`config.mk`:
```
export PLATFORM = sky130hd
export DESIGN_NAME = resp_fifo
export DESIGN_NICKNAME = d
export VERILOG_FILES = /design/src/hdl/cache_pkg.sv /design/src/hdl/resp_fifo.sv
export SDC_FILE = /design/constraint.sdc
export NUM_CORES = 1
export LEC_CHECK = 0
export BUFFER_PORTS_ARGS = -buffer_cell sky130_fd_sc_hd__buf_2
export CAP_MARGIN = 20
export CORE_AREA = 2 2 120 122
export DETAILED_ROUTE_END_ITERATION = 10
export DIE_AREA = 0 0 122 124
export GPL_ROUTABILITY_DRIVEN = 0
export PLACE_DENSITY = 0.7
export SYNTH_ARGS = -nofsm -noshare
export SYNTH_HDL_FRONTEND = slang
export SYNTH_SLANG_ARGS = --single-unit
export TNS_END_PERCENT = 30
```
`constraint.sdc`:
```
create_clock -name clk -period 3.04 [get_ports clk]
set_input_delay 0.304 -clock clk [delete_from_list [all_inputs] [get_ports clk]]
set_output_delay 0.304 -clock clk [all_outputs]
set_load 0.01 [all_outputs]
```
`src/hdl/cache_pkg.sv`:
```
package cache_pkg;

	////////////////////////////////////////////////////////////
	// geometry
	////////////////////////////////////////////////////////////
	localparam int ADDR_W     = 32;
	localparam int NUM_SETS   = 16;
	localparam int NUM_WAYS   = 8;
	// address 5:0 is the line offset
	localparam int OFFSET_W   = 6;
	// address 9:6
	localparam int INDEX_W    = 4;
	// address 31:10
	localparam int TAG_W      = 22;
	localparam int WAY_W      = 3;
	localparam int RESP_DEPTH = 4;
	localparam int RESP_PTR_W = 2;
	// hit and miss counter width
	localparam int CNT_W      = 16;

	////////////////////////////////////////////////////////////
	// encodings
	////////////////////////////////////////////////////////////
	// trace op numbers, 5 7 and 9 not handled
	typedef enum logic [3:0] {
		READ_DATA   = 4'd0,
		WRITE_DATA  = 4'd1,
		READ_INSTR  = 4'd2,
		SNOOP_INVAL = 4'd3,
		SNOOP_READ  = 4'd4,
		SNOOP_RWIM  = 4'd6,
		CLEAR_ALL   = 4'd8
	} cache_op_e;

	typedef enum logic [1:0] {MODIFIED, EXCLUSIVE, SHARED, INVALID} mesi_e;

	typedef enum logic [1:0] {SNP_HIT, SNP_HITM, SNP_MISS} snoop_e;

	typedef enum logic [1:0] {IDLE, LOOKUP, UPDATE, CLEAR} ctrl_state_e;

	typedef logic [TAG_W-1:0]   tag_t;
	typedef logic [INDEX_W-1:0] index_t;
	typedef logic [WAY_W-1:0]   way_t;

	// one response word per request
	typedef struct packed {
		cache_op_e         op;
		logic              hit;
		way_t              way;
		// bus answer seen (L1 ops) or answer given (snoops)
		snoop_e            snoop;
		// line state after the op
		mesi_e             state;
		logic [ADDR_W-1:0] addr;
	} resp_t;

endpackage
```
`src/hdl/resp_fifo.sv`:
```
`timescale 1ns/100ps

module resp_fifo (
	input  logic              clk,
	input  logic              arst_n,
	input  logic              push,
	input  cache_pkg::resp_t  push_data,
	output logic              full,
	output logic              resp_valid,
	input  logic              resp_ready,
	output cache_pkg::resp_t  resp_data
);

	cache_pkg::resp_t mem [cache_pkg::RESP_DEPTH];

	logic [cache_pkg::RESP_PTR_W-1:0] wr_ptr;
	logic [cache_pkg::RESP_PTR_W-1:0] rd_ptr;
	// one extra bit to tell full from empty
	logic [cache_pkg::RESP_PTR_W:0]   count;
	logic                             pop;

	assign pop        = resp_valid && resp_ready;
	assign resp_valid = (count != '0);
	assign full       = (count == (cache_pkg::RESP_PTR_W + 1)'(cache_pkg::RESP_DEPTH));
	assign resp_data  = mem[rd_ptr];

	always_ff @(posedge clk or negedge arst_n)
	begin
		if (!arst_n)
		begin
			wr_ptr <= '0;
			rd_ptr <= '0;
			count  <= '0;
		end
		else
		begin
			// pointers wrap on their own
			if (push)
				wr_ptr <= wr_ptr + 1'b1;
			if (pop)
				rd_ptr <= rd_ptr + 1'b1;
			if (push && !pop)
				count <= count + 1'b1;
			else if (pop && !push)
				count <= count - 1'b1;
		end
	end

	always_ff @(posedge clk)
	begin
		if (push)
			mem[wr_ptr] <= push_data;
	end

	// producer holds off while the queue is full
	assert property (@(posedge clk) disable iff (!arst_n) push |-> !full);

endmodule

```
# Word level (Yosys, flattened, before mapping)
# Memories as Yosys holds them, arrays and structs flattened.
# Cells that the tools add are included.
totals:
  in_bits: 48
  ramBits: 176
  ff_bits: 7
  out_inout_bits: 46
  word_cells: 20
  n_memories: 1
op_classes:
  add_sub_neg: 4
  n_reduce_logical: 7
  n_mux: 4
  eq_ne: 1
mem_list:
  columns: ["name", "words", "width", "rd", "rd_clocked_by_memory_dff", "wr", "line", "rtl"]
  rows:
  - ["mem", 4, 44, 1, 0, 1, "resp_fifo.sv:14", "cache_pkg::resp_t mem [cache_pkg::RESP_DEPTH];"]
op_table:
  columns: ["op", "n"]
  rows:
  - ["3-bit 2-to-1 mux", 2]
  - ["2-bit by 1-bit adder with 2-bit output (second input constant)", 2]
  - ["3-bit by 1-bit adder with 3-bit output (second input constant)", 1]
  - ["3-bit equality test (second input constant)", 1]
  - ["1-bit logical AND", 3]
  - ["3-bit nonzero test", 1]
  - ["3-bit by 1-bit subtractor with 3-bit output (second input constant)", 1]
  - ["1-bit logical NOT", 2]
  - ["1-bit 2-to-1 mux", 2]
  - ["2-bit nonzero test", 1]

# Logic depth before layout (Yosys ltp)
logic_depth:
  ltp_word: 5
  mapped_depth: 8
  ltp_nobuf: 8

# Worst setup path before layout
# No wires, ideal clock.
synth_path:
  kind: "reg-to-reg"
  startpoint: "register wr_ptr[0] (netlist bit)"
  endpoint: "memory mem[2][0] (netlist bit), enable pin"
  setup_ns: 0.406
  t_arrival_ns: 1.673
  setup_slack_ns: 0.961
  synth_period_minus_slack_ns: 2.079
  path_stages_with_launch: 4
  path_buffers: 0
  required_time_ns: 2.634
  path_cell_list: "dfrtp_1 -> inv_1 -> ha_1 -> and2_1"
synth_rtl:
  columns: ["element", "line", "rtl"]
  rows:
  - ["start: declaration", "resp_fifo.sv:16", "logic [cache_pkg::RESP_PTR_W-1:0] wr_ptr;"]
  - ["start signal: assignment", "resp_fifo.sv:39", "wr_ptr <= wr_ptr + 1'b1;"]
  - ["end: declaration", "resp_fifo.sv:14", null]
# Straight into the memory's write port.

==> results.toml <==
[cts]
clk_latency_ns = 0.42
clkSinkCount = 183
clockBufferDepth = 2
cts_tree = "built"
numCtsBuffers = 17
cts_root_buffer = "clkbuf_16"
post_cts_resized = 0
cts_setup_buffers = 0
h-tree-depth = 4
clk_pin_slew_worst_paths_ns = 0.07

[setup_path]
critPathTopFamily = "flip-flops"
cp_slowest_cell = "dfrtp_4"
end_kind = "output pin"
cp_max_fo = 24
worstPathCellList = "buf_12, mux4_2, buf_2"
slowest_delay_ns = 0.73
timing.critical_path.buf_inv = 2
critPathKind = "reg2out"
worstPathRequired_ns = 2.74
cp-start-kind = "register"
critical_path_arrival_ns = 2.18

[finish]
fin_util = 0.596
drive_above_1_share = 0.459
final_cells = 571
syn_to_final_growth_pct = 20.1
final_nets = 431

[global_routing]
grt.overflow.total = 0
grt_max_degree = 28
grt_util_met2 = 0.262
use_met1 = 0.225
grt_pass1_wl_mm = 18.1
antenna_found_initial = 2
grt_use_met3 = 0.0600
grt_usage = 0.168
grt_pass1_vias = 3241
grt.busiest_layer = "met2"

[timing]
worst_slack_ns = 0.558
skew_ns = 0.00553
slew_headroom = 0.504
worst_hold_slack_ns = 0.0925
setup_tns_ns = 0
achievable-frequency_mhz = 403
rsz0062_at_grt = "false"
post-route-period-util = 0.817
report.final.slew_viol_count = 0
layout_min_cycle_time_ns = 2.48
worst_pin_slew_ns = 0.744
hold_viol = 0
setup_viol_count_final = 0

[synthesis]
synthArstFlopShare = 0.0383
synthFlopType = "edfxtp_1"
synth_top_family_by_area = "multiplexers"
yosys-top-cells-area = "edfxtp_1 78%, mux4_2 13%, dfrtp_1 2.6%"
netlist_area_mm2 = 0.00681
synth_common_cells = "176 x edfxtp_1, 38 x mux4_2, 7 x dfrtp_1"
muxShareOfSynthArea = 0.151
synth_compound_area_frac = 0.000735
syn_nets = 318
synth_area_leader_cell = "edfxtp_1"
synth_warnings = 0
synth_seq_area_share = 0.802
yosys.area_share.simple = 0.00809
synth_fa_ha_area_frac = 0.0121
synth_xor_area_frac = 0.00772
post-synth-top-count-cell = "edfxtp_1"
synth_edf_count = 176
syn-instance-count = 264
synth_top_area_frac = 0.776
syn_avg_cell_area_um2 = 25.8
yosys_register_bits = 183
synth_cell_types = 20

[min_path]
min_path_type = "in2reg"

[die]
die_area_mm2 = 0.0151
rows = 43
pin_count = 94
die_w_um = 122
start_util = 0.496
fp.coreArea_mm2 = 0.0137
fp.dieH_um = 124

[drt]
antenna_left = 0
num_vias = 3048
first_pass_iters = 4
drt_iter0_drc = 281
drc_errors = 0
wl_per_cell_um = 20.3
routed_wl_mm = 11.6
vias_per_cell = 5.34

[placement]
place.port_buffers = 93
dp_cells = 537
post-place-ws_ns = 0.902
hpwl_mm = 7.32

[job]
maxCapViolations = 0

[power_and_ir_drop]
ir_drop_v = 0.000449
p_per_area_mw_per_mm2 = 993
leakage_nw = 2.86

[status]
outcome = "finished, final reports clean"
## report_power, final
group	switching, W	internal, W	leakage [nW]
sequential	0.000289	0.00331	1.70
combinational	0.00104	0.00104	0.844
clock	0.000898	0.00155	0.322
## final timing paths
| check | start | end | slack, ns | cells after the start |
|---|---|---|---|---|
| worst max-delay path | rd_ptr[0] | resp_data[18] | 0.56 | 3 |
| worst min-delay path | push_data[23] | mem[0][23] | 0.09 | 1 |
| worst min register to register | count[2] | count[2] | 0.52 | 1 |
| worst max register to register | count[0] | count[2] | 0.92 | 8 |
| max in group asynchronous | arst_n | rd_ptr[0] | 2.61 | 2 |
| min in group asynchronous | arst_n | count[2] | 0.25 | 2 |
## per-stage QoR
stage / area, um^2 / total power (W)
2_1_floorplan: 6810 / 0.00503
3_3_place_gp: 7490 / 0.00573
3_5_place_dp: 7490 / 0.00578
4_1_cts: 8180 / 0.00824
5_1_grt: 8180 / 0.00851
6_report: 8180 / 0.00812
## repair_timing
item	CTS	global route
endpoints found under the setup margin	0	0
endpoints found under the hold margin	7	0
hold buffers	1	0
## layer usage
layer,vias up,routed length (um)
li1,1352,-
met1,1580,4930
met2,97,5650
met3,17,869
met4,2,151
met5,-,13
## sequential cells by signal, indices dropped and copies added (netlist names)
signal and count:
mem 176, rd_ptr 2, count 3, wr_ptr 2
## final cells by class
cell class,count,area (um^2)
clock buffer,17,425
timing repair buffer,104,576
inverter,3,11.3
multi-input combinational,68,1220
antenna,1,2.50
fill,971,5540
sequential,183,5470
tap,180,225
clock inverter,15,248
## cell families (layout without fill, tap and decap cells)
kind of cell,count (synthesis),count (layout)
simple gates,10,10
compound gates,1,1
fa+ha+maj,6,6
xor+xnor,6,6
mux,45,45
flops,183,183
other cells,0,1
buf+inv,13,139
## layout by cell type (no fill, tap or decap)
cell type,instances
mux4_1,6
nand2_1,2
clkinv_4,2
dfrtp_4,1
nor2_1,1
dfrtp_2,1
dlygate4sd3_1,1
clkinv_2,1
mux4_2,38
buf_4,8
xor2_1,3
and2_2,4
edfxtp_1,176
o21ai_0,1
xnor2_1,3
dfrtp_1,5
nand3_1,1
or3_1,1
ha_1,5
clkinvlp_4,2
bufinv_16,6
inv_1,3
diode_2,1
nor3b_1,1
clkbuf_16,17
inv_6,3
mux2_2,1
fa_1,1
clkinv_1,1
buf_12,2
buf_2,93
Note: power is estimated with default switching activity, not from simulation.
