==> src/hdl/cache_pkg.sv <==
package cache_pkg;

	////////////////////////////////////////////////////////////
	// geometry
	////////////////////////////////////////////////////////////
	localparam int ADDR_W     = 32;
	localparam int NUM_SETS   = 16;
	localparam int NUM_WAYS   = 8;
	// address 5:0 is the line offset
	localparam int OFFSET_W   = 6;
	// address 9:6
	localparam int INDEX_W    = 4;
	// address 31:10
	localparam int TAG_W      = 22;
	localparam int WAY_W      = 3;
	localparam int RESP_DEPTH = 4;
	localparam int RESP_PTR_W = 2;
	// hit and miss counter width
	localparam int CNT_W      = 16;

	////////////////////////////////////////////////////////////
	// encodings
	////////////////////////////////////////////////////////////
	// trace op numbers, 5 7 and 9 not handled
	typedef enum logic [3:0] {
		READ_DATA   = 4'd0,
		WRITE_DATA  = 4'd1,
		READ_INSTR  = 4'd2,
		SNOOP_INVAL = 4'd3,
		SNOOP_READ  = 4'd4,
		SNOOP_RWIM  = 4'd6,
		CLEAR_ALL   = 4'd8
	} cache_op_e;

	typedef enum logic [1:0] {MODIFIED, EXCLUSIVE, SHARED, INVALID} mesi_e;

	typedef enum logic [1:0] {SNP_HIT, SNP_HITM, SNP_MISS} snoop_e;

	typedef enum logic [1:0] {IDLE, LOOKUP, UPDATE, CLEAR} ctrl_state_e;

	typedef logic [TAG_W-1:0]   tag_t;
	typedef logic [INDEX_W-1:0] index_t;
	typedef logic [WAY_W-1:0]   way_t;

	// one response word per request
	typedef struct packed {
		cache_op_e         op;
		logic              hit;
		way_t              way;
		// bus answer seen (L1 ops) or answer given (snoops)
		snoop_e            snoop;
		// line state after the op
		mesi_e             state;
		logic [ADDR_W-1:0] addr;
	} resp_t;

endpackage
==> src/hdl/req_capture.sv <==
`timescale 1ns/100ps

module req_capture (
	input  logic                           clk,
	input  logic                           arst_n,
	input  logic                           req_valid,
	input  cache_pkg::cache_op_e           req_op,
	input  logic [cache_pkg::ADDR_W-1:0]   req_addr,
	output logic                           req_ready,
	output logic                           cap_valid,
	output cache_pkg::cache_op_e           cap_op,
	output cache_pkg::index_t              cap_set,
	output cache_pkg::tag_t                cap_tag,
	output logic [cache_pkg::ADDR_W-1:0]   cap_addr,
	input  logic                           cap_ready
);

	cache_pkg::cache_op_e         op_q;
	logic [cache_pkg::ADDR_W-1:0] addr_q;

	// free slot, or the held item leaves this cycle
	assign req_ready = !cap_valid || cap_ready;

	always_ff @(posedge clk or negedge arst_n)
	begin
		if (!arst_n)
			cap_valid <= 1'b0;
		else if (req_valid && req_ready)
			cap_valid <= 1'b1;
		else if (cap_ready)
			cap_valid <= 1'b0;
	end

	always_ff @(posedge clk)
	begin
		if (req_valid && req_ready)
		begin
			op_q   <= req_op;
			addr_q <= req_addr;
		end
	end

	assign cap_op   = op_q;
	assign cap_addr = addr_q;
	// index above the offset, tag above the index
	assign cap_set  = addr_q[cache_pkg::OFFSET_W +: cache_pkg::INDEX_W];
	assign cap_tag  = addr_q[cache_pkg::OFFSET_W + cache_pkg::INDEX_W +: cache_pkg::TAG_W];

	// a refused request stays on the bus unchanged
	assert property (@(posedge clk) disable iff (!arst_n)
		(req_valid && !req_ready) |=> (req_valid && $stable(req_op) && $stable(req_addr)));

endmodule

==> config.mk <==
export PLATFORM = sky130hd
export DESIGN_NAME = req_capture
export DESIGN_NICKNAME = d
export VERILOG_FILES = /design/src/hdl/cache_pkg.sv /design/src/hdl/req_capture.sv
export SDC_FILE = /design/constraint.sdc
export NUM_CORES = 1
export LEC_CHECK = 0
export ABC_AREA = 1
export BUFFER_PORTS_ARGS = -buffer_cell sky130_fd_sc_hd__buf_2
export CAP_MARGIN = 30
export CORE_AREA = 4 4 62 69
export DETAILED_ROUTE_END_ITERATION = 10
export DIE_AREA = 0 0 66 73
export GPL_ROUTABILITY_DRIVEN = 0
export GPL_TIMING_DRIVEN = 0
export PLACE_DENSITY = 0.76
export SKIP_CTS_REPAIR_TIMING = 1
export SLEW_MARGIN = 20
export SYNTH_ARGS = -nofsm -noshare
export SYNTH_HDL_FRONTEND = slang
export SYNTH_SLANG_ARGS = --single-unit
==> constraint.sdc <==
create_clock -name clk -period 3.6 [get_ports clk]
set_input_delay 0 -clock clk [delete_from_list [all_inputs] [get_ports clk]]
set_output_delay 0 -clock clk [all_outputs]
set_load 0.05 [all_outputs]
# Word level (Yosys, flattened, before mapping)
# Index checks and enable logic that the tools add are counted.
# op_classes
n_reduce_logical	4
muxes	2
# ops
op	count
1-bit 2-to-1 mux	2
2-bit nonzero test	1
1-bit logical AND	1
1-bit logical NOT	1
1-bit logical OR	1
# word_totals
ff_bits	37
word_cells	9
out_inout_bits	64

# Depth between registers and ports, before layout
# depth
depth_word	4
mapped_depth	3

# Worst setup path after synthesis
# OpenSTA, ideal clock, no wires.
# synth_timing
path_kind	reg-to-reg
from	reg cap_valid
to	reg addr_q, in the netlist cap_addr[0], enable pin
slack_ns	0.717
t_arrival_ns	2.442
path_stages_with_launch	2
required_time_ns	3.159
period_less_slack_ns	2.883
setup_ns	0.441
path_cell_list	dfrtp_1 a21oi_1
# synth_via
elab_chain_len	3
# synth_rtl
item	line_no	source
from (decl)	req_capture.sv:10	output logic cap_valid,
from (signal assigned)	req_capture.sv:27	cap_valid <= 1'b0;
from (signal assigned)	req_capture.sv:29	cap_valid <= 1'b1;
from (signal assigned)	req_capture.sv:31	cap_valid <= 1'b0;
1-bit logical NOT	req_capture.sv:22	assign req_ready = !cap_valid || cap_ready;
1-bit logical OR	req_capture.sv:22	
1-bit logical AND	req_capture.sv:36	if (req_valid && req_ready)
to (signal assigned)	req_capture.sv:39	addr_q <= req_addr;
to (decl)	req_capture.sv:19	logic [cache_pkg::ADDR_W-1:0] addr_q;
# No other way between the ends.
# A chain may end at the register's enable or synchronous reset.

# Final worst setup path
# layout_timing
from	reg cap_valid
to	reg addr_q, in the netlist cap_addr[10], enable pin
# Same word-level chain as after synthesis.

==> qor_table.md <==
| Group | Parameter | Value |
|:---|:---|:---|
| run status | Status | finished, final reports clean |
| job | Number of max-cap violations | 0 |
| worst setup path | Slowest stage delay, CP | 0.55 ns |
| clock tree | CTS tree | built |
| worst setup path | Critical path peak fanout | 19 |
| global route | Wire length of the first global-routing pass | 3750 um |
| clock tree | Worst-skew pair later-pin latency | 0.28 ns |
| timing | Final Max Slew Viols | 0 |
| worst setup path | Type of the worst setup path | flip-flop to flip-flop |
| global route | Largest net degree at the start of global routing | 20 |
| timing | Transition at the pin with the smallest max-transition slack | 0.627 ns |
| worst hold path | Worst hold-check path type | input pin to asynchronous set/reset pin |
| cells and area | Number of fill cells in the layout | 248 |
| synth | Synth Cell Area | 1320 sq um |
| worst setup path | Buffers and inverters on the worst path | 1 |
| placed design | Post-place instance area | 1940 sq um |
| synth | Post-Syn Instances | 68 |
| timing | Finish-stage setup viols | 0 |
| global route | Gr usage total | 10.9% |
| worst setup path | Startpoint of the lowest-slack register-to-register path | cap_valid |
| worst setup path | Data required, critical path | 3.59 ns |
| pwr | Final total power | 1040 uW |
| timing | Remaining max-slew budget at the tightest pin | 58.1% |
| cells and area | Area added between synthesis and finish | 81.5% |
| worst setup path | Launching instance or port of the critical path | cap_valid |
| timing | Hold Fails Final Rpt | 0 |
| worst setup path | Startpoint class of the critical path | flip-flop |
| timing | RSZ-0062 raised after global routing | false |
| timing | Final critical-path required period | 1.52 ns |
| synth | Area share of the largest cell type after synthesis | 81.8% |
| worst setup path | Arrival time at the worst endpoint | 1.51 ns |
| synth | Mapped Nets | 108 |
| timing | Worst hold slack | 0.0344 ns |
| global route | Number of antenna violations at the first check in global routing | 0 |
| clock tree | CTS H-tree depth | 2 |
| pwr | Static power due to leakage | 0.00111 uW |
| timing | Final clock period utilization by the worst path | 42.2% |
| detailed routing | Number of vias in the routed layout | 1066 |
| floorplanning | Starting utilization of the core area | 36.7% |
| worst setup path | Termination of the worst setup path | cap_addr[10] |
| clock tree | Maximum root-to-sink buffer count | 2 |
| detailed routing | Routed wirelength normalized by instance count | 11.7 um |
| floorplanning | Row count | 23 |
| cells and area | End-of-flow core utilization | 66.7% |
| worst setup path | Depth of the critical timing path with buffers and inverters included | 2 |
| synth | Yosys warning total | 0 |
| pwr | Max IR drop VDD | 219 uV |
| worst setup path | Sort of element at the end of the critical path | flip-flop |
| cells and area | Most common library cell in the layout ignoring fill and taps | sky130_fd_sc_hd__buf_2 |
| timing | Summed negative setup slack over all endpoints | 0 ns |
| cells and area | Net count reported at finish | 257 |
| detailed routing | Via/cell ratio | 3.98 |
| global route | Vias in the first global route | 850 |
| floorplanning | Area of the die | 4820 sq um |
| cells and area | Antenna diode count | 0 |
| clock tree | Root buffer cell | sky130_fd_sc_hd__clkbuf_8 |
| placed design | Final HPWL from detailed placement | 2080 um |
| worst setup path | Slack of the worst reg-to-reg path | 2.08 ns |
| detailed routing | Total iterations of the first detailed-routing run | 4 |
| worst setup path | Crit path max-delay family | compound AO/OA/AOI/OAI gates |
| timing | Maximum achievable frequency | 0.659 GHz |
| synth | Cell type contributing the most total cell area after synthesis | sky130_fd_sc_hd__edfxtp_1 |
| global route | GRT overflow | 0 |
| synth | Number of distinct library cells after synthesis | 6 |
| clock tree | Clock Sinks | 37 |
| detailed routing | Post-route DRC | 0 |
| worst setup path | CP max stage cell | sky130_fd_sc_hd__a21oi_4 |
| detailed routing | Number of DRC markers after the initial detailed-route iteration | 19 |
| synth | Post-synthesis sequential element count | 37 |
| floorplanning | Die H | 73 um |
| floorplanning | Die Width | 66 um |
| synth | Seq/Total Area, Yosys | 83.7% |
| synth | Synthesized area per cell | 19.4 sq um |
| floorplanning | I/O pins | 104 |
| detailed routing | Antenna Nets Post-Route | 0 |
| clock tree | Clock slew at reported path FFs | 0.07 ns |
| worst setup path | R2R cell count | 2 |
| worst setup path | Crit Reg-Reg Endpoint | cap_addr[10] |
| detailed routing | Total length of routed wires | 3140 um |
| worst setup path | Cells traversed along the worst timing path | a21oi_4 > buf_16 |
| pwr | Power density over the cells | 434 nW/um^2 |
| cells and area | Fraction of layout cells with a size suffix above 1 | 62.4% |
| floorplanning | Core area | 3600 sq um |
| cells and area | Finished layout cell area | 2400 sq um |
| cells and area | Highest-count cells in the layout ignoring fill and taps | sky130_fd_sc_hd__buf_2, sky130_fd_sc_hd__dlygate4sd3_1, sky130_fd_sc_hd__edfxtp_1 |
| clock tree | Number of buffers created by CTS | 5 |
| placed design | Number of buffers added on ports | 103 |
| timing | Layout Skew | 0.00320 ns |
| synth | Biggest area contributors in the synthesized netlist | sky130_fd_sc_hd__edfxtp_1, sky130_fd_sc_hd__buf_4, sky130_fd_sc_hd__dfrtp_1, sky130_fd_sc_hd__inv_1, sky130_fd_sc_hd__nand2_1 |
==> cell usage after synthesis <==
cell and number:
sky130_fd_sc_hd__a21oi_1 1, sky130_fd_sc_hd__dfrtp_1 1, sky130_fd_sc_hd__inv_1 2, sky130_fd_sc_hd__nand2_1 2
sky130_fd_sc_hd__edfxtp_1 36, sky130_fd_sc_hd__buf_4 26
==> registers in the layout (all words and copies together), names as in the netlist <==
name and count:
cap_addr 32, cap_op 4, cap_valid 1
==> through the flow <==
stage	setup WS, ns	instances
after floorplan	0.717	68
after global placement	0.279	221
after detailed placement	2.07	222
after CTS	2.06	230
after global routing	1.99	268
final	2.08	268
==> worst min path at each step <==
stage / start / to / slack (ns) / cells past startpoint
floorplan: arst_n / cap_valid / -0.30 / 0
global placement: arst_n / cap_valid / -0.22 / 1
detailed placement: arst_n / cap_valid / -0.22 / 1
CTS: arst_n / cap_valid / -0.53 / 1
global route: arst_n / cap_valid / 0.02 / 2
finish: arst_n / cap_valid / 0.03 / 2
==> power breakdown <==
part / internal (uW) / switching, uW
registers: 502 / 9.69
clock network: 137 / 128
logic: 88.7 / 176
total: 728 / 314
==> kinds of logic (layout without fill, tap and decap cells) <==
| logic type | Yosys count | in the layout | synth area share (%) |
|---|---|---|---|
| flops | 37 | 37 | 83.7 |
| buf+inv | 28 | 178 | 15.3 |
| simple gates | 2 | 2 | 0.568 |
| compound gates | 1 | 1 | 0.378 |
==> metal layers <==
| layer | vias to the layer above | share of wire, % | global-route usage (%) |
|---|---|---|---|
| li1 | 511 | - | - |
| met1 | 480 | 33 | 10.4 |
| met3 | 7 | 12 | 6.78 |
| met4 | 0 | 1.9 | 4.74 |
| met5 | - | 0 | 0 |
| met2 | 68 | 53 | 18.6 |
==> area by class of cell <==
class | instances | area, sq um | share of cell area [%]
buffer | 26 | 195 | 8.14
clock buffer | 8 | 80.1 | 3.34
inverter | 2 | 7.51 | 0.313
multi-input combinational | 3 | 23.8 | 0.991
sequential | 37 | 1110 | 46.1
tap | 50 | 62.6 | 2.61
timing repair buffer | 142 | 923 | 38.5
No activity file was read; power rests on OpenSTA's default activity.
