$ cat config.mk
export PLATFORM = sky130hd
export DESIGN_NAME = mesi_ctrl_flat
export DESIGN_NICKNAME = d
export VERILOG_FILES = /design/src/hdl/cache_pkg.sv /design/src/hdl/dir_access_if.sv /design/src/hdl/mesi_ctrl.sv /design/src/flat_wrapper.sv
export SDC_FILE = /design/constraint.sdc
export NUM_CORES = 1
export LEC_CHECK = 0
export BUFFER_PORTS_ARGS = -buffer_cell sky130_fd_sc_hd__buf_2
export CAP_MARGIN = 10
export CORE_MARGIN = 2
export CORE_UTILIZATION = 28
export CTS_CLUSTER_SIZE = 40
export DETAILED_ROUTE_END_ITERATION = 6
export GPL_ROUTABILITY_DRIVEN = 0
export PLACE_DENSITY = 0.59
export REMOVE_ABC_BUFFERS = 1
export SLEW_MARGIN = 5
export SYNTH_ARGS = -nofsm -noshare
export SYNTH_HDL_FRONTEND = slang
export SYNTH_SLANG_ARGS = --single-unit
$ cat constraint.sdc
create_clock -name clk -period 10.4 [get_ports clk]
set_input_delay 1.56 -clock clk [delete_from_list [all_inputs] [get_ports clk]]
set_output_delay 1.56 -clock clk [all_outputs]
set_load 0.01 [all_outputs]
$ cat src/hdl/cache_pkg.sv
package cache_pkg;

	////////////////////////////////////////////////////////////
	// geometry
	////////////////////////////////////////////////////////////
	localparam int ADDR_W     = 32;
	localparam int NUM_SETS   = 16;
	localparam int NUM_WAYS   = 8;
	// address 5:0 is the line offset
	localparam int OFFSET_W   = 6;
	// address 9:6
	localparam int INDEX_W    = 4;
	// address 31:10
	localparam int TAG_W      = 22;
	localparam int WAY_W      = 3;
	localparam int RESP_DEPTH = 4;
	localparam int RESP_PTR_W = 2;
	// hit and miss counter width
	localparam int CNT_W      = 16;

	////////////////////////////////////////////////////////////
	// encodings
	////////////////////////////////////////////////////////////
	// trace op numbers, 5 7 and 9 not handled
	typedef enum logic [3:0] {
		READ_DATA   = 4'd0,
		WRITE_DATA  = 4'd1,
		READ_INSTR  = 4'd2,
		SNOOP_INVAL = 4'd3,
		SNOOP_READ  = 4'd4,
		SNOOP_RWIM  = 4'd6,
		CLEAR_ALL   = 4'd8
	} cache_op_e;

	typedef enum logic [1:0] {MODIFIED, EXCLUSIVE, SHARED, INVALID} mesi_e;

	typedef enum logic [1:0] {SNP_HIT, SNP_HITM, SNP_MISS} snoop_e;

	typedef enum logic [1:0] {IDLE, LOOKUP, UPDATE, CLEAR} ctrl_state_e;

	typedef logic [TAG_W-1:0]   tag_t;
	typedef logic [INDEX_W-1:0] index_t;
	typedef logic [WAY_W-1:0]   way_t;

	// one response word per request
	typedef struct packed {
		cache_op_e         op;
		logic              hit;
		way_t              way;
		// bus answer seen (L1 ops) or answer given (snoops)
		snoop_e            snoop;
		// line state after the op
		mesi_e             state;
		logic [ADDR_W-1:0] addr;
	} resp_t;

endpackage
$ cat src/hdl/dir_access_if.sv
`timescale 1ns/100ps

interface dir_access_if;

	// lookup address, driven by the controller
	cache_pkg::index_t set;
	cache_pkg::tag_t   tag;

	// single-way write port
	logic              wr_en;
	cache_pkg::way_t   wr_way;
	cache_pkg::tag_t   wr_tag;
	cache_pkg::mesi_e  wr_state;
	// invalidate all ways of set
	logic              clr_set;

	// combinational lookup results
	logic              hit;
	cache_pkg::way_t   hit_way;
	cache_pkg::mesi_e  hit_state;
	logic              inv_found;
	cache_pkg::way_t   inv_way;

	modport ctrl (
		output set, tag, wr_en, wr_way, wr_tag, wr_state, clr_set,
		input  hit, hit_way, hit_state, inv_found, inv_way
	);

	modport array (
		input  set, tag, wr_en, wr_way, wr_tag, wr_state, clr_set,
		output hit, hit_way, hit_state, inv_found, inv_way
	);

endinterface

$ cat src/hdl/mesi_ctrl.sv
`timescale 1ns/100ps

module mesi_ctrl (
	input  logic                            clk,
	input  logic                            arst_n,
	input  logic                            cap_valid,
	input  cache_pkg::cache_op_e            cap_op,
	input  cache_pkg::index_t               cap_set,
	input  cache_pkg::tag_t                 cap_tag,
	input  logic [cache_pkg::ADDR_W-1:0]    cap_addr,
	output logic                            cap_ready,
	dir_access_if.ctrl                      dir,
	output logic                            touch,
	output cache_pkg::index_t               touch_set,
	output cache_pkg::way_t                 touch_way,
	output logic                            reset_set,
	input  cache_pkg::way_t                 lru_way,
	output logic                            push,
	output cache_pkg::resp_t                push_data,
	input  logic                            full,
	output logic [cache_pkg::CNT_W-1:0]     hit_count,
	output logic [cache_pkg::CNT_W-1:0]     miss_count
);

	cache_pkg::ctrl_state_e       state;
	cache_pkg::index_t            clr_cnt;

	// request held for LOOKUP and UPDATE
	cache_pkg::cache_op_e         op_q;
	cache_pkg::index_t            set_q;
	cache_pkg::tag_t              tag_q;
	logic [cache_pkg::ADDR_W-1:0] addr_q;
	logic                         hit_q;
	cache_pkg::way_t              hit_way_q;
	cache_pkg::mesi_e             hit_state_q;
	cache_pkg::way_t              victim_q;

	logic                         fire;
	logic                         is_l1;
	logic                         is_snoop;
	cache_pkg::snoop_e            bus_snp;
	cache_pkg::snoop_e            own_snp;
	cache_pkg::way_t              upd_way;
	cache_pkg::mesi_e             new_state;

	////////////////////////////////////////////////////////////
	// next line state and snoop answers
	////////////////////////////////////////////////////////////
	always_comb
	begin
		is_l1    = op_q inside {cache_pkg::READ_DATA, cache_pkg::WRITE_DATA,
			cache_pkg::READ_INSTR};
		is_snoop = op_q inside {cache_pkg::SNOOP_INVAL, cache_pkg::SNOOP_READ,
			cache_pkg::SNOOP_RWIM};
		// other caches answer through address bits 1:0
		case (addr_q[1:0])
			2'b00:   bus_snp = cache_pkg::SNP_HIT;
			2'b10:   bus_snp = cache_pkg::SNP_HITM;
			default: bus_snp = cache_pkg::SNP_MISS;
		endcase
		// our answer to a snoop
		if (!hit_q)
			own_snp = cache_pkg::SNP_MISS;
		else if (hit_state_q == cache_pkg::MODIFIED)
			own_snp = cache_pkg::SNP_HITM;
		else
			own_snp = cache_pkg::SNP_HIT;
		upd_way   = hit_q ? hit_way_q : victim_q;
		new_state = hit_q ? hit_state_q : cache_pkg::INVALID;
		case (op_q)
			cache_pkg::READ_DATA, cache_pkg::READ_INSTR:
			begin
				// fill shared when someone else holds it
				if (!hit_q)
					new_state = (bus_snp == cache_pkg::SNP_MISS) ?
						cache_pkg::EXCLUSIVE : cache_pkg::SHARED;
			end
			cache_pkg::WRITE_DATA:
				new_state = cache_pkg::MODIFIED;
			cache_pkg::SNOOP_READ:
			begin
				// M and E give up ownership
				if (hit_q)
					new_state = cache_pkg::SHARED;
			end
			cache_pkg::SNOOP_RWIM:
				new_state = cache_pkg::INVALID;
			cache_pkg::SNOOP_INVAL:
			begin
				if (hit_q && hit_state_q == cache_pkg::SHARED)
					new_state = cache_pkg::INVALID;
			end
			default:
				new_state = cache_pkg::INVALID;
		endcase
	end

	// UPDATE completes only with room in the queue
	assign fire      = (state == cache_pkg::UPDATE) && !full;
	assign cap_ready = (state == cache_pkg::IDLE);

	////////////////////////////////////////////////////////////
	// array and LRU side
	////////////////////////////////////////////////////////////
	assign dir.set      = (state == cache_pkg::CLEAR) ? clr_cnt : set_q;
	assign dir.tag      = tag_q;
	assign dir.wr_en    = fire && (is_l1 || (is_snoop && hit_q));
	assign dir.wr_way   = upd_way;
	assign dir.wr_tag   = tag_q;
	assign dir.wr_state = new_state;
	assign dir.clr_set  = (state == cache_pkg::CLEAR);

	// snoops leave LRU alone
	assign touch     = fire && is_l1;
	assign touch_set = dir.set;
	assign touch_way = upd_way;
	assign reset_set = (state == cache_pkg::CLEAR);

	assign push            = fire;
	assign push_data.op    = op_q;
	assign push_data.hit   = hit_q;
	assign push_data.way   = upd_way;
	assign push_data.snoop = is_l1 ? bus_snp : own_snp;
	assign push_data.state = new_state;
	assign push_data.addr  = addr_q;

	////////////////////////////////////////////////////////////
	// sequencing
	////////////////////////////////////////////////////////////
	always_ff @(posedge clk or negedge arst_n)
	begin
		if (!arst_n)
		begin
			state      <= cache_pkg::IDLE;
			clr_cnt    <= '0;
			hit_count  <= '0;
			miss_count <= '0;
		end
		else
		begin
			case (state)
				cache_pkg::IDLE:
				begin
					clr_cnt <= '0;
					if (cap_valid)
						state <= (cap_op == cache_pkg::CLEAR_ALL) ?
							cache_pkg::CLEAR : cache_pkg::LOOKUP;
				end
				cache_pkg::LOOKUP:
					state <= cache_pkg::UPDATE;
				cache_pkg::UPDATE:
				begin
					if (!full)
						state <= cache_pkg::IDLE;
				end
				default:
				begin
					// one set per cycle, last one moves on to the push
					clr_cnt <= clr_cnt + 1'b1;
					if (clr_cnt == cache_pkg::INDEX_W'(cache_pkg::NUM_SETS - 1))
						state <= cache_pkg::UPDATE;
				end
			endcase
			// counters survive a clear
			if (fire && is_l1)
			begin
				if (hit_q)
					hit_count <= hit_count + 1'b1;
				else
					miss_count <= miss_count + 1'b1;
			end
		end
	end

	always_ff @(posedge clk)
	begin
		if (state == cache_pkg::IDLE && cap_valid)
		begin
			op_q      <= cap_op;
			set_q     <= cap_set;
			tag_q     <= cap_tag;
			addr_q    <= cap_addr;
			// clear-all skips LOOKUP and reports a miss on way 0
			hit_q     <= 1'b0;
			hit_way_q <= '0;
			victim_q  <= '0;
		end
		else if (state == cache_pkg::LOOKUP)
		begin
			hit_q       <= dir.hit;
			hit_way_q   <= dir.hit_way;
			hit_state_q <= dir.hit_state;
			// empty way first, then the oldest
			victim_q    <= dir.inv_found ? dir.inv_way : lru_way;
		end
	end

	// a hit never lands on an empty line
	assert property (@(posedge clk) disable iff (!arst_n)
		(state == cache_pkg::LOOKUP && dir.hit) |-> (dir.hit_state != cache_pkg::INVALID));

endmodule

$ cat src/flat_wrapper.sv
// flat-port wrapper written by rule: the top's interface ports become plain ports
module mesi_ctrl_flat 
  (clk, arst_n, cap_valid, cap_op, cap_set, cap_tag, cap_addr, cap_ready, touch, touch_set, touch_way, reset_set, lru_way, push, push_data, full, hit_count, miss_count, dir_set, dir_tag, dir_wr_en, dir_wr_way, dir_wr_tag, dir_wr_state, dir_clr_set, dir_hit, dir_hit_way, dir_hit_state, dir_inv_found, dir_inv_way);
  dir_access_if dir_i ();
  input  logic clk;
  input  logic arst_n;
  input  logic cap_valid;
  input  cache_pkg::cache_op_e cap_op;
  input  cache_pkg::index_t cap_set;
  input  cache_pkg::tag_t cap_tag;
  input  logic [cache_pkg::ADDR_W-1:0] cap_addr;
  output logic cap_ready;
  output logic touch;
  output cache_pkg::index_t touch_set;
  output cache_pkg::way_t touch_way;
  output logic reset_set;
  input  cache_pkg::way_t lru_way;
  output logic push;
  output cache_pkg::resp_t push_data;
  input  logic full;
  output logic [cache_pkg::CNT_W-1:0] hit_count;
  output logic [cache_pkg::CNT_W-1:0] miss_count;
  output wire logic [$bits(dir_i.set)-1:0] dir_set;
  output wire logic [$bits(dir_i.tag)-1:0] dir_tag;
  output wire logic [$bits(dir_i.wr_en)-1:0] dir_wr_en;
  output wire logic [$bits(dir_i.wr_way)-1:0] dir_wr_way;
  output wire logic [$bits(dir_i.wr_tag)-1:0] dir_wr_tag;
  output wire logic [$bits(dir_i.wr_state)-1:0] dir_wr_state;
  output wire logic [$bits(dir_i.clr_set)-1:0] dir_clr_set;
  input wire logic [$bits(dir_i.hit)-1:0] dir_hit;
  input wire logic [$bits(dir_i.hit_way)-1:0] dir_hit_way;
  input wire logic [$bits(dir_i.hit_state)-1:0] dir_hit_state;
  input wire logic [$bits(dir_i.inv_found)-1:0] dir_inv_found;
  input wire logic [$bits(dir_i.inv_way)-1:0] dir_inv_way;
  assign dir_set = dir_i.set;
  assign dir_tag = dir_i.tag;
  assign dir_wr_en = dir_i.wr_en;
  assign dir_wr_way = dir_i.wr_way;
  assign dir_wr_tag = dir_i.wr_tag;
  assign dir_wr_state = dir_i.wr_state;
  assign dir_clr_set = dir_i.clr_set;
  assign dir_i.hit = dir_hit;
  assign dir_i.hit_way = dir_hit_way;
  assign dir_i.hit_state = dir_hit_state;
  assign dir_i.inv_found = dir_inv_found;
  assign dir_i.inv_way = dir_inv_way;
  mesi_ctrl u_core (.clk(clk), .arst_n(arst_n), .cap_valid(cap_valid), .cap_op(cap_op), .cap_set(cap_set), .cap_tag(cap_tag), .cap_addr(cap_addr), .cap_ready(cap_ready), .dir(dir_i), .touch(touch), .touch_set(touch_set), .touch_way(touch_way), .reset_set(reset_set), .lru_way(lru_way), .push(push), .push_data(push_data), .full(full), .hit_count(hit_count), .miss_count(miss_count));
endmodule
# Word level (Yosys, flattened, before mapping)

Cells that the tools add are included.

Flip-flop bits (word level): 109
Input bits: 79
Output and inout bits: 142
Logic and storage cells: 72

Add/sub/neg operators: 3
Eq/ne operators: 15
Muxes and demuxes: 19
Bitwise operators: 2
Reductions and logical operators: 21

Operators with widths:

| cell                                                             | count |
|---|---|
| 16-bit by 1-bit adder with 16-bit output (second input constant) | 2 |
| 2-bit two-way mux                                                | 11 |
| 2-bit == test (second input constant)                            | 5 |
| 4-bit by 2-bit == test with 1-bit output (second input constant) | 2 |
| 4-bit by 3-bit == test with 1-bit output (second input constant) | 2 |
| 4-bit == test (second input constant)                            | 2 |
| 2-bit one-hot mux with 4 select lines                            | 1 |
| 4-bit one-hot mux with 2 select lines                            | 1 |
| 1-bit logical AND                                                | 6 |
| 2-bit zero test                                                  | 3 |
| 3-bit two-way mux                                                | 2 |
| 2-bit one-hot mux with 3 select lines                            | 1 |
| 2-bit AND reduction                                              | 3 |
| 3-bit nonzero test                                               | 2 |
| 4-bit by 1-bit adder with 4-bit output (second input constant)   | 1 |
| 4-bit by 1-bit == test with 1-bit output (second input constant) | 1 |
| 4-bit zero test                                                  | 1 |
| 4-bit two-way mux                                                | 1 |
| 2-bit != test (second input constant)                            | 2 |
| 2-bit one-hot mux with 2 select lines                            | 1 |
| 4-bit nonzero test                                               | 1 |
| 2-bit OR reduction                                               | 2 |
| 3-bit AND reduction                                              | 1 |
| 2-bit by 1-bit == test with 1-bit output (second input constant) | 1 |
| 4 further kinds                                                  | 5 |

# Longest topological paths before layout

Gate-level depths: netlist of run 1.

Depth in word-level cells: 6
Mapped depth: 7
Gate-level depth less buffers: 7

# Worst setup path before layout of run 1

Ideal clock, no wire load.

Path kind: in2out
Start point: in full
End point: out dir_wr_en
Arrival time: 2.451 ns
Data required time: 8.840 ns
Slack: 6.389 ns
Cell stages on the path: 2
Path buffers: 0
Cells stage by stage: nand2b_1 -> a2111oi_0

Word-level cells in the longest chain between the ends: 3

RTL lines:

| item              | RTL line           | text |
|---|---|---|
| from (decl)       | flat_wrapper.sv:20 | `input logic full;` |
| 1-bit zero test   | mesi_ctrl.sv:99    | `assign fire = (state == cache_pkg::UPDATE) && !full;` |
| 1-bit logical AND | mesi_ctrl.sv:99    |  |
| 1-bit logical AND | mesi_ctrl.sv:107   | `assign dir.wr_en = fire && (is_l1 \|\| (is_snoop && hit_q));` |
| to (decl)         | flat_wrapper.sv:25 | `output wire logic [$bits(dir_i.wr_en)-1:0] dir_wr_en;` |

No other way between the ends.

# Worst setup path after layout of run 1

Ends and elaborated chain as after synthesis.

==> flow_summary.yaml, run 1 <==
clocking:
  cts_sinks: 109
  cts_tree: "done"
  clk_latency_ns: 0.35
  clockRootBuffer: "clkbuf_16"
  cts_buffers: 9
  clk_path_buf_depth: 2
  hold_buffers: 0
  post_cts_buffers: 0
  cts_resized: 0
  htree_levels: 3
  clk_pin_slew_worst_paths_ns: 0.08
floorplan:
  io_pins: 221
  placeableCoreArea_sq_um: 15800
  row_count: 46
  initial_utilization_pct: 28.4
  die_w_um: 130
  dieArea_sq_um: 17000
  die_h_um: 130
critical_path:
  start_kind: "input pin"
  reg2reg_from: "u_core.state[1]"
  worstPathMaxFanout: 5
  endpoint: "dir_wr_en"
  rrSetupSlack_ns: 8.17
  r2r_cells: 5
  startpoint: "full"
  cp-end-kind: "output pin"
  critical_path_class: "input pin to output pin"
  worst_r2r_endpoint: "u_core.state[0]"
  cp_slowest_cell: "a2111oi_0"
  slowest_delay_ns: 0.58
  cp_cell_sequence: "buf_2 > nand2b_1 > a2111oi_0 > buf_2"
  worst_ep_arrival_time_ns: 2.74
  crit_required_ns: 8.84
  cpMostUsedCell: "buf_2"
routing:
  via_per_inst: 4.33
  drc_errors: 0
  num_vias: 3154
  drt-initial-drc-count: 90
  avgRoutedWirePerCell_um: 15.1
  ant_nets: 0
  first_pass_iters: 6
  routed_wl_mm: 11.0
flow_run:
  drv_cap: 0
cells_and_area:
  final_area_sq_um: 5840
  drive_above_1_share_pct: 49.5
  areaGrowthSynthToFinish_pct: 30.5
  fillers: 1619
  nNetsFinal: 592
power_and_ir_drop:
  sw_frac_of_total_pct: 33.7
  power_density_nw_per_um2: 225
  internal-power_w: 0.000869
  comb_power_share_pct: 27.8
  power_leakage_nw: 2.67
  p_seq_share_pct: 46.6
  ir_drop_uv: 95.5
  power_w: 0.00131
  power.switching_w: 0.000441
  clock_power_share_pct: 25.5
sta:
  rsz0062_at_grt: "no"
  period_share_pct: 41.3
  slew_viol_final: 0
  setup_viol: 0
  maxSlewHeadroom_pct: 42.9
  period_minus_slack_ns: 4.30
  tightest_slew_ns: 0.856
  setup-tns-final_ns: 0
  finClkSkew_ns: 0.0126
  fmax_ghz: 0.233
  hold_violations: 0
yosys:
  yosysTopAreaCell: "edfxtp_1"
  syn_inst: 318
  avgSynthCellArea_sq_um: 14.1
  yosys_register_bits: 109
  yosysSeqAreaShare_pct: 67.4
  ys_types: 41
  synth-edff-count: 64
  synthTopCellsByCount: "edfxtp_1 (64), dfrtp_1 (38), buf_4 (36)"
  yosysMostFrequentCell: "edfxtp_1"
  syn_area_sq_um: 4470
  synth.area.top_cells: "edfxtp_1 (43%), dfrtp_1 (21%), buf_4 (6.0%), xnor2_1 (3.9%), dfxtp_1 (3.1%)"
  synth.top_cell.area_share_pct: 43.0
  synthFlopType: "edfxtp_1"
  yosysWarnings: 0
  async_flop_share_pct: 34.9
grt:
  grt_pass1_wl_mm: 16.5
  grt_usage_pct: 12.8
  grt_pass1_vias: 3218
  grt.overflow.total: 0
  grt_max_degree: 70
  antenna_found_initial: 2
placement:
  placed_area_sq_um: 5540
  hpwl_mm: 8.40
  portBuffers: 220
run_status:
  status: "complete, no violations"
hold_path:
  hp-class: "register to register"
worst min path at each step:
stage                                     from              endpoint  slack (ns)  cells after the start
after floorplan            u_core.hit_way_q[0]   u_core.hit_way_q[0]        0.45                      2
after global placement    u_core.hit_count[15]  u_core.hit_count[15]        0.46                      1
after detailed placement  u_core.hit_count[15]  u_core.hit_count[15]        0.46                      1
after CTS                 u_core.hit_count[15]  u_core.hit_count[15]        0.47                      1
after global routing      u_core.hit_count[15]  u_core.hit_count[15]        0.48                      1
final                     u_core.hit_count[15]  u_core.hit_count[15]        0.46                      1
cells by family (layout without fill, tap and decap cells):
group                      after synthesis  in the layout  share of synthesized area (%)
AOI/OAI and AO/OA                       22             22                           3.24
buffers and inverters                   50            243                           7.41
DFF                                    109            109                           67.4
xor gates and xnor gates                30             30                           5.87
muxes                                   19             19                           4.59
adders and majority gates                7              7                           1.96
other                                    0              1                              0
and+or+nand+nor                         81             81                           9.57
flip-flops by register name, indices dropped and copies added (netlist names):
register / count
u_core.hit_q: 1
u_core.addr_q: 32
u_core.victim_q: 3
u_core.hit_count: 16
u_core.op_q: 4
u_core.miss_count: 16
u_core.set_q: 4
u_core.hit_state_q: 2
u_core.hit_way_q: 3
u_core.state: 2
u_core.dir.tag: 22
u_core.clr_cnt: 4
metal layers:
| metal | share of wire (%) | global-route usage [%] |
|---|---|---|
| met2 | 51 | 22.2 |
| met3 | 9.1 | 5.46 |
| met5 | 0.15 | 0 |
| met4 | 1.3 | 4.07 |
| met1 | 38 | 14.5 |
critical path, delay by kind of cell:
kind	cells	cell delay, ns
AO/OA/AOI/OAI	1	0.58
buffers and inverters	2	0.36
AND/OR/NAND/NOR	1	0.24
placed cells by master (no fill, tap or decap), types with 2 or more instances in the layout:
master     count
nand2b_1       4
edfxtp_1      64
mux2i_1        7
ha_1           7
clkbuf_16      9
clkinv_4       2
dfxtp_1        7
mux2_2        12
xnor2_1       20
nor2_1        21
and4_1         2
xor2_1        10
nand4_1       12
nor4_2         2
o21ai_0        5
a211oi_1       4
nand3_1       10
inv_6          3
nand2_1       15
and3_1         3
nor3_1         3
a21oi_1        6
inv_1          6
buf_2        220
dfrtp_1       38
nand3b_1       2
layout make-up:
class,instances,area (sq um),area share (%)
sequential,109,3010,51.6
multi-input combinational,159,1130,19.4
timing repair buffer,221,1110,19.0
tap,216,270,4.63
clock buffer,9,225,3.86
clock inverter,7,63.8,1.09
inverter,6,22.5,0.386
antenna,1,2.50,0.0429
stage by stage:
stage / util [%] / setup WS [ns] / hold WS [ns] / instances
after floorplan: - / 6.39 / 0.454 / 274
after global placement: 35.2 / 6.34 / 0.456 / 711
after detailed placement: 35.2 / 6.11 / 0.456 / 711
after CTS: 37.0 / 6.10 / 0.471 / 727
after global routing: 37.0 / 6.08 / 0.480 / 727
final: 37.0 / 6.10 / 0.464 / 728
power by group through the flow:
| stage | registers, W | clock network [W] | logic [W] |
|---|---|---|---|
| 2_1_floorplan | 0.000639 | 0 | 0.000174 |
| 3_5_place_dp | 0.000619 | 0 | 0.000373 |
| 3_3_place_gp | 0.000615 | 0 | 0.000365 |
| 4_1_cts | 0.000611 | 0.000349 | 0.000374 |
| 5_1_grt | 0.000623 | 0.000364 | 0.000404 |
| 6_report | 0.000611 | 0.000335 | 0.000365 |
(Power assumes the default switching activity.)
==> inputs of run 2 (changes only) <==
Clock period 10.4 ns to 4 ns, I/O delays scaled along.
==> run 2 against run 1 <==
First-iteration DRC count rose by 43%. Clock-buffer cell count rose by 1. Cell area did not move. Non-clock buffer count did not move. Global-route usage rose by 0.25 points. Setup slack got worse by 4.7 ns. Final cell count rose by 0.14%. Register-to-register slack got worse by 6.4 ns. Critical path type is now register to output pin.
==> flow_summary.yaml, run 2 (synthesis gave the netlist of run 1 again) <==
cells_and_area:
  drive_above_1_share_pct: 49.5
  layout_common_cells: "buf_2 (220), edfxtp_1 (64), dfrtp_1 (38)"
  nNetsFinal: 592
  areaGrowthSynthToFinish_pct: 30.5
  final_common_cell: "buf_2"
  fillers: 1587
  largest_register: "u_core.addr_q"
  largest_reg_flops: 32
grt:
  grt.overflow.total: 0
  grt_usage_pct: 13.1
  grt_pass1_vias: 3167
  antenna_found_initial: 3
  grt_pass1_wl_mm: 16.7
  grt_max_degree: 70
critical_path:
  cp-end-kind: "output pin"
  slowest_delay_ns: 0.51
  cp_slowest_cell: "a2111oi_0"
  reg2reg_from: "u_core.state[0]"
  critical_path_class: "register to output pin"
  worst_r2r_endpoint: "u_core.set_q[1]"
  start_kind: "register"
  critPathBufInv: 2
  worst_ep_arrival_time_ns: 2.03
  crit_required_ns: 3.40
  r2r_cells: 4
  worstPathMaxFanout: 5
  rrSetupSlack_ns: 1.81
  cp_cell_sequence: "inv_1 > ha_1 > nand2b_1 > a2111oi_0 > buf_2"
  critPathTopFamily: "compound AO/OA/AOI/OAI gates"
clocking:
  clk_path_buf_depth: 2
  clockRootBuffer: "clkbuf_16"
  htree_levels: 3
  cts_resized: 0
  cts_tree: "done"
  hold_buffers: 0
  clk_pin_slew_worst_paths_ns: 0.07
  post_cts_buffers: 0
  cts_buffers: 9
  cts_sinks: 109
  clk_latency_ns: 0.35
flow_run:
  drv_cap: 0
routing:
  first_pass_iters: 4
  ant_nets: 0
  drc_errors: 0
  routed_wl_mm: 11.0
  num_vias: 3145
  via_per_inst: 4.31
  avgRoutedWirePerCell_um: 15.0
  drt-initial-drc-count: 129
sta:
  setup_viol: 0
  finClkSkew_ns: 0.00670
  hold_violations: 0
  slew_viol_final: 0
  layout_setup_ws_ns: 1.37
  rsz0062_at_grt: "no"
  period_share_pct: 65.6
  setup-tns-final_ns: 0
  maxSlewHeadroom_pct: 41.8
  tightest_slew_ns: 0.873
  period_minus_slack_ns: 2.63
  fmax_ghz: 0.381
floorplan:
  row_count: 46
  die_h_um: 130
  io_pins: 221
  dieArea_sq_um: 17000
  placeableCoreArea_sq_um: 15800
  initial_utilization_pct: 28.4
  die_w_um: 130
power_and_ir_drop:
  ir_drop_uv: 251
  power_density_nw_per_um2: 582
  power_leakage_nw: 2.66
hold_path:
  hp-class: "input pin to asynchronous set/reset pin"
run_status:
  status: "complete, no violations"
placement:
  preCtsSetupSlack_ns: 1.69
  portBuffers: 220
  hpwl_mm: 8.46
==> run 2: changes by cell type in the layout (fill, tap and decap cells not counted) <==
cell	delta
clkinv_4	-2
clkinvlp_4	+2
clkbuf_1	+1
clkinv_1	-1
diode_2	+1
==> run 2: how the worst max path moves through the flow <==
stage	to	slack [ns]	from	depth (start not counted)
floorplan	u_core.addr_q[0]	1.11	u_core.state[0]	3
global placement	push_data[32]	1.79	u_core.hit_q	5
detailed placement	dir_wr_en	1.69	full	4
CTS	dir_wr_en	1.33	u_core.state[0]	5
global route	dir_wr_en	1.21	u_core.state[0]	5
finish	dir_wr_en	1.37	u_core.state[0]	5
==> run 2: stage by stage <==
| stage | cell area (sq um) | power, W | std cells | hold WS (ns) | util (%) |
|---|---|---|---|---|---|
| after CTS | 5830 | 0.00346 | 727 | 0.391 | 37.0 |
| final | 5840 | 0.00340 | 729 | 0.365 | 37.0 |
| after floorplan | 4160 | 0.00211 | 274 | 0.304 | - |
| after global routing | 5830 | 0.00362 | 727 | 0.394 | 37.0 |
| after detailed placement | 5540 | 0.00258 | 711 | 0.459 | 35.2 |
| after global placement | 5540 | 0.00254 | 711 | 0.455 | 35.2 |
==> run 2: cell type report <==
class / count / area (sq um) / share of cell area, %
antenna: 2 / 5.00 / 0.0858
clock buffer: 10 / 229 / 3.92
clock inverter: 6 / 57.6 / 0.986
inverter: 6 / 22.5 / 0.386
multi-input combinational: 159 / 1130 / 19.4
sequential: 109 / 3010 / 51.6
tap: 216 / 270 / 4.63
timing repair buffer: 221 / 1110 / 19.0
==> run 2: report_power, final <==
group | switching [W] | total (W) | internal (W)
clock | 0.000427 | 0.000863 | 0.000435
sequential | 0.000154 | 0.00158 | 0.00143
combinational | 0.000555 | 0.000950 | 0.000395
total | 0.00114 | 0.00340 | 0.00226
==> run 2: worst reg2reg max path: stages (launching register included) <==
cell,delay [ns]
dfrtp_1,0.41
inv_1,0.10
ha_1,0.38
and2_2,0.22
buf_4,0.62
==> run 2: routing by layer <==
layer | vias up | share of wire, % | wire, um | track usage [%]
met5 | - | 0.12 | 13 | 0
met4 | 2 | 1.6 | 174 | 4.63
met3 | 16 | 9.4 | 1030 | 5.54
met2 | 150 | 50 | 5490 | 22.1
met1 | 1493 | 39 | 4260 | 15.0
li1 | 1484 | - | - | -
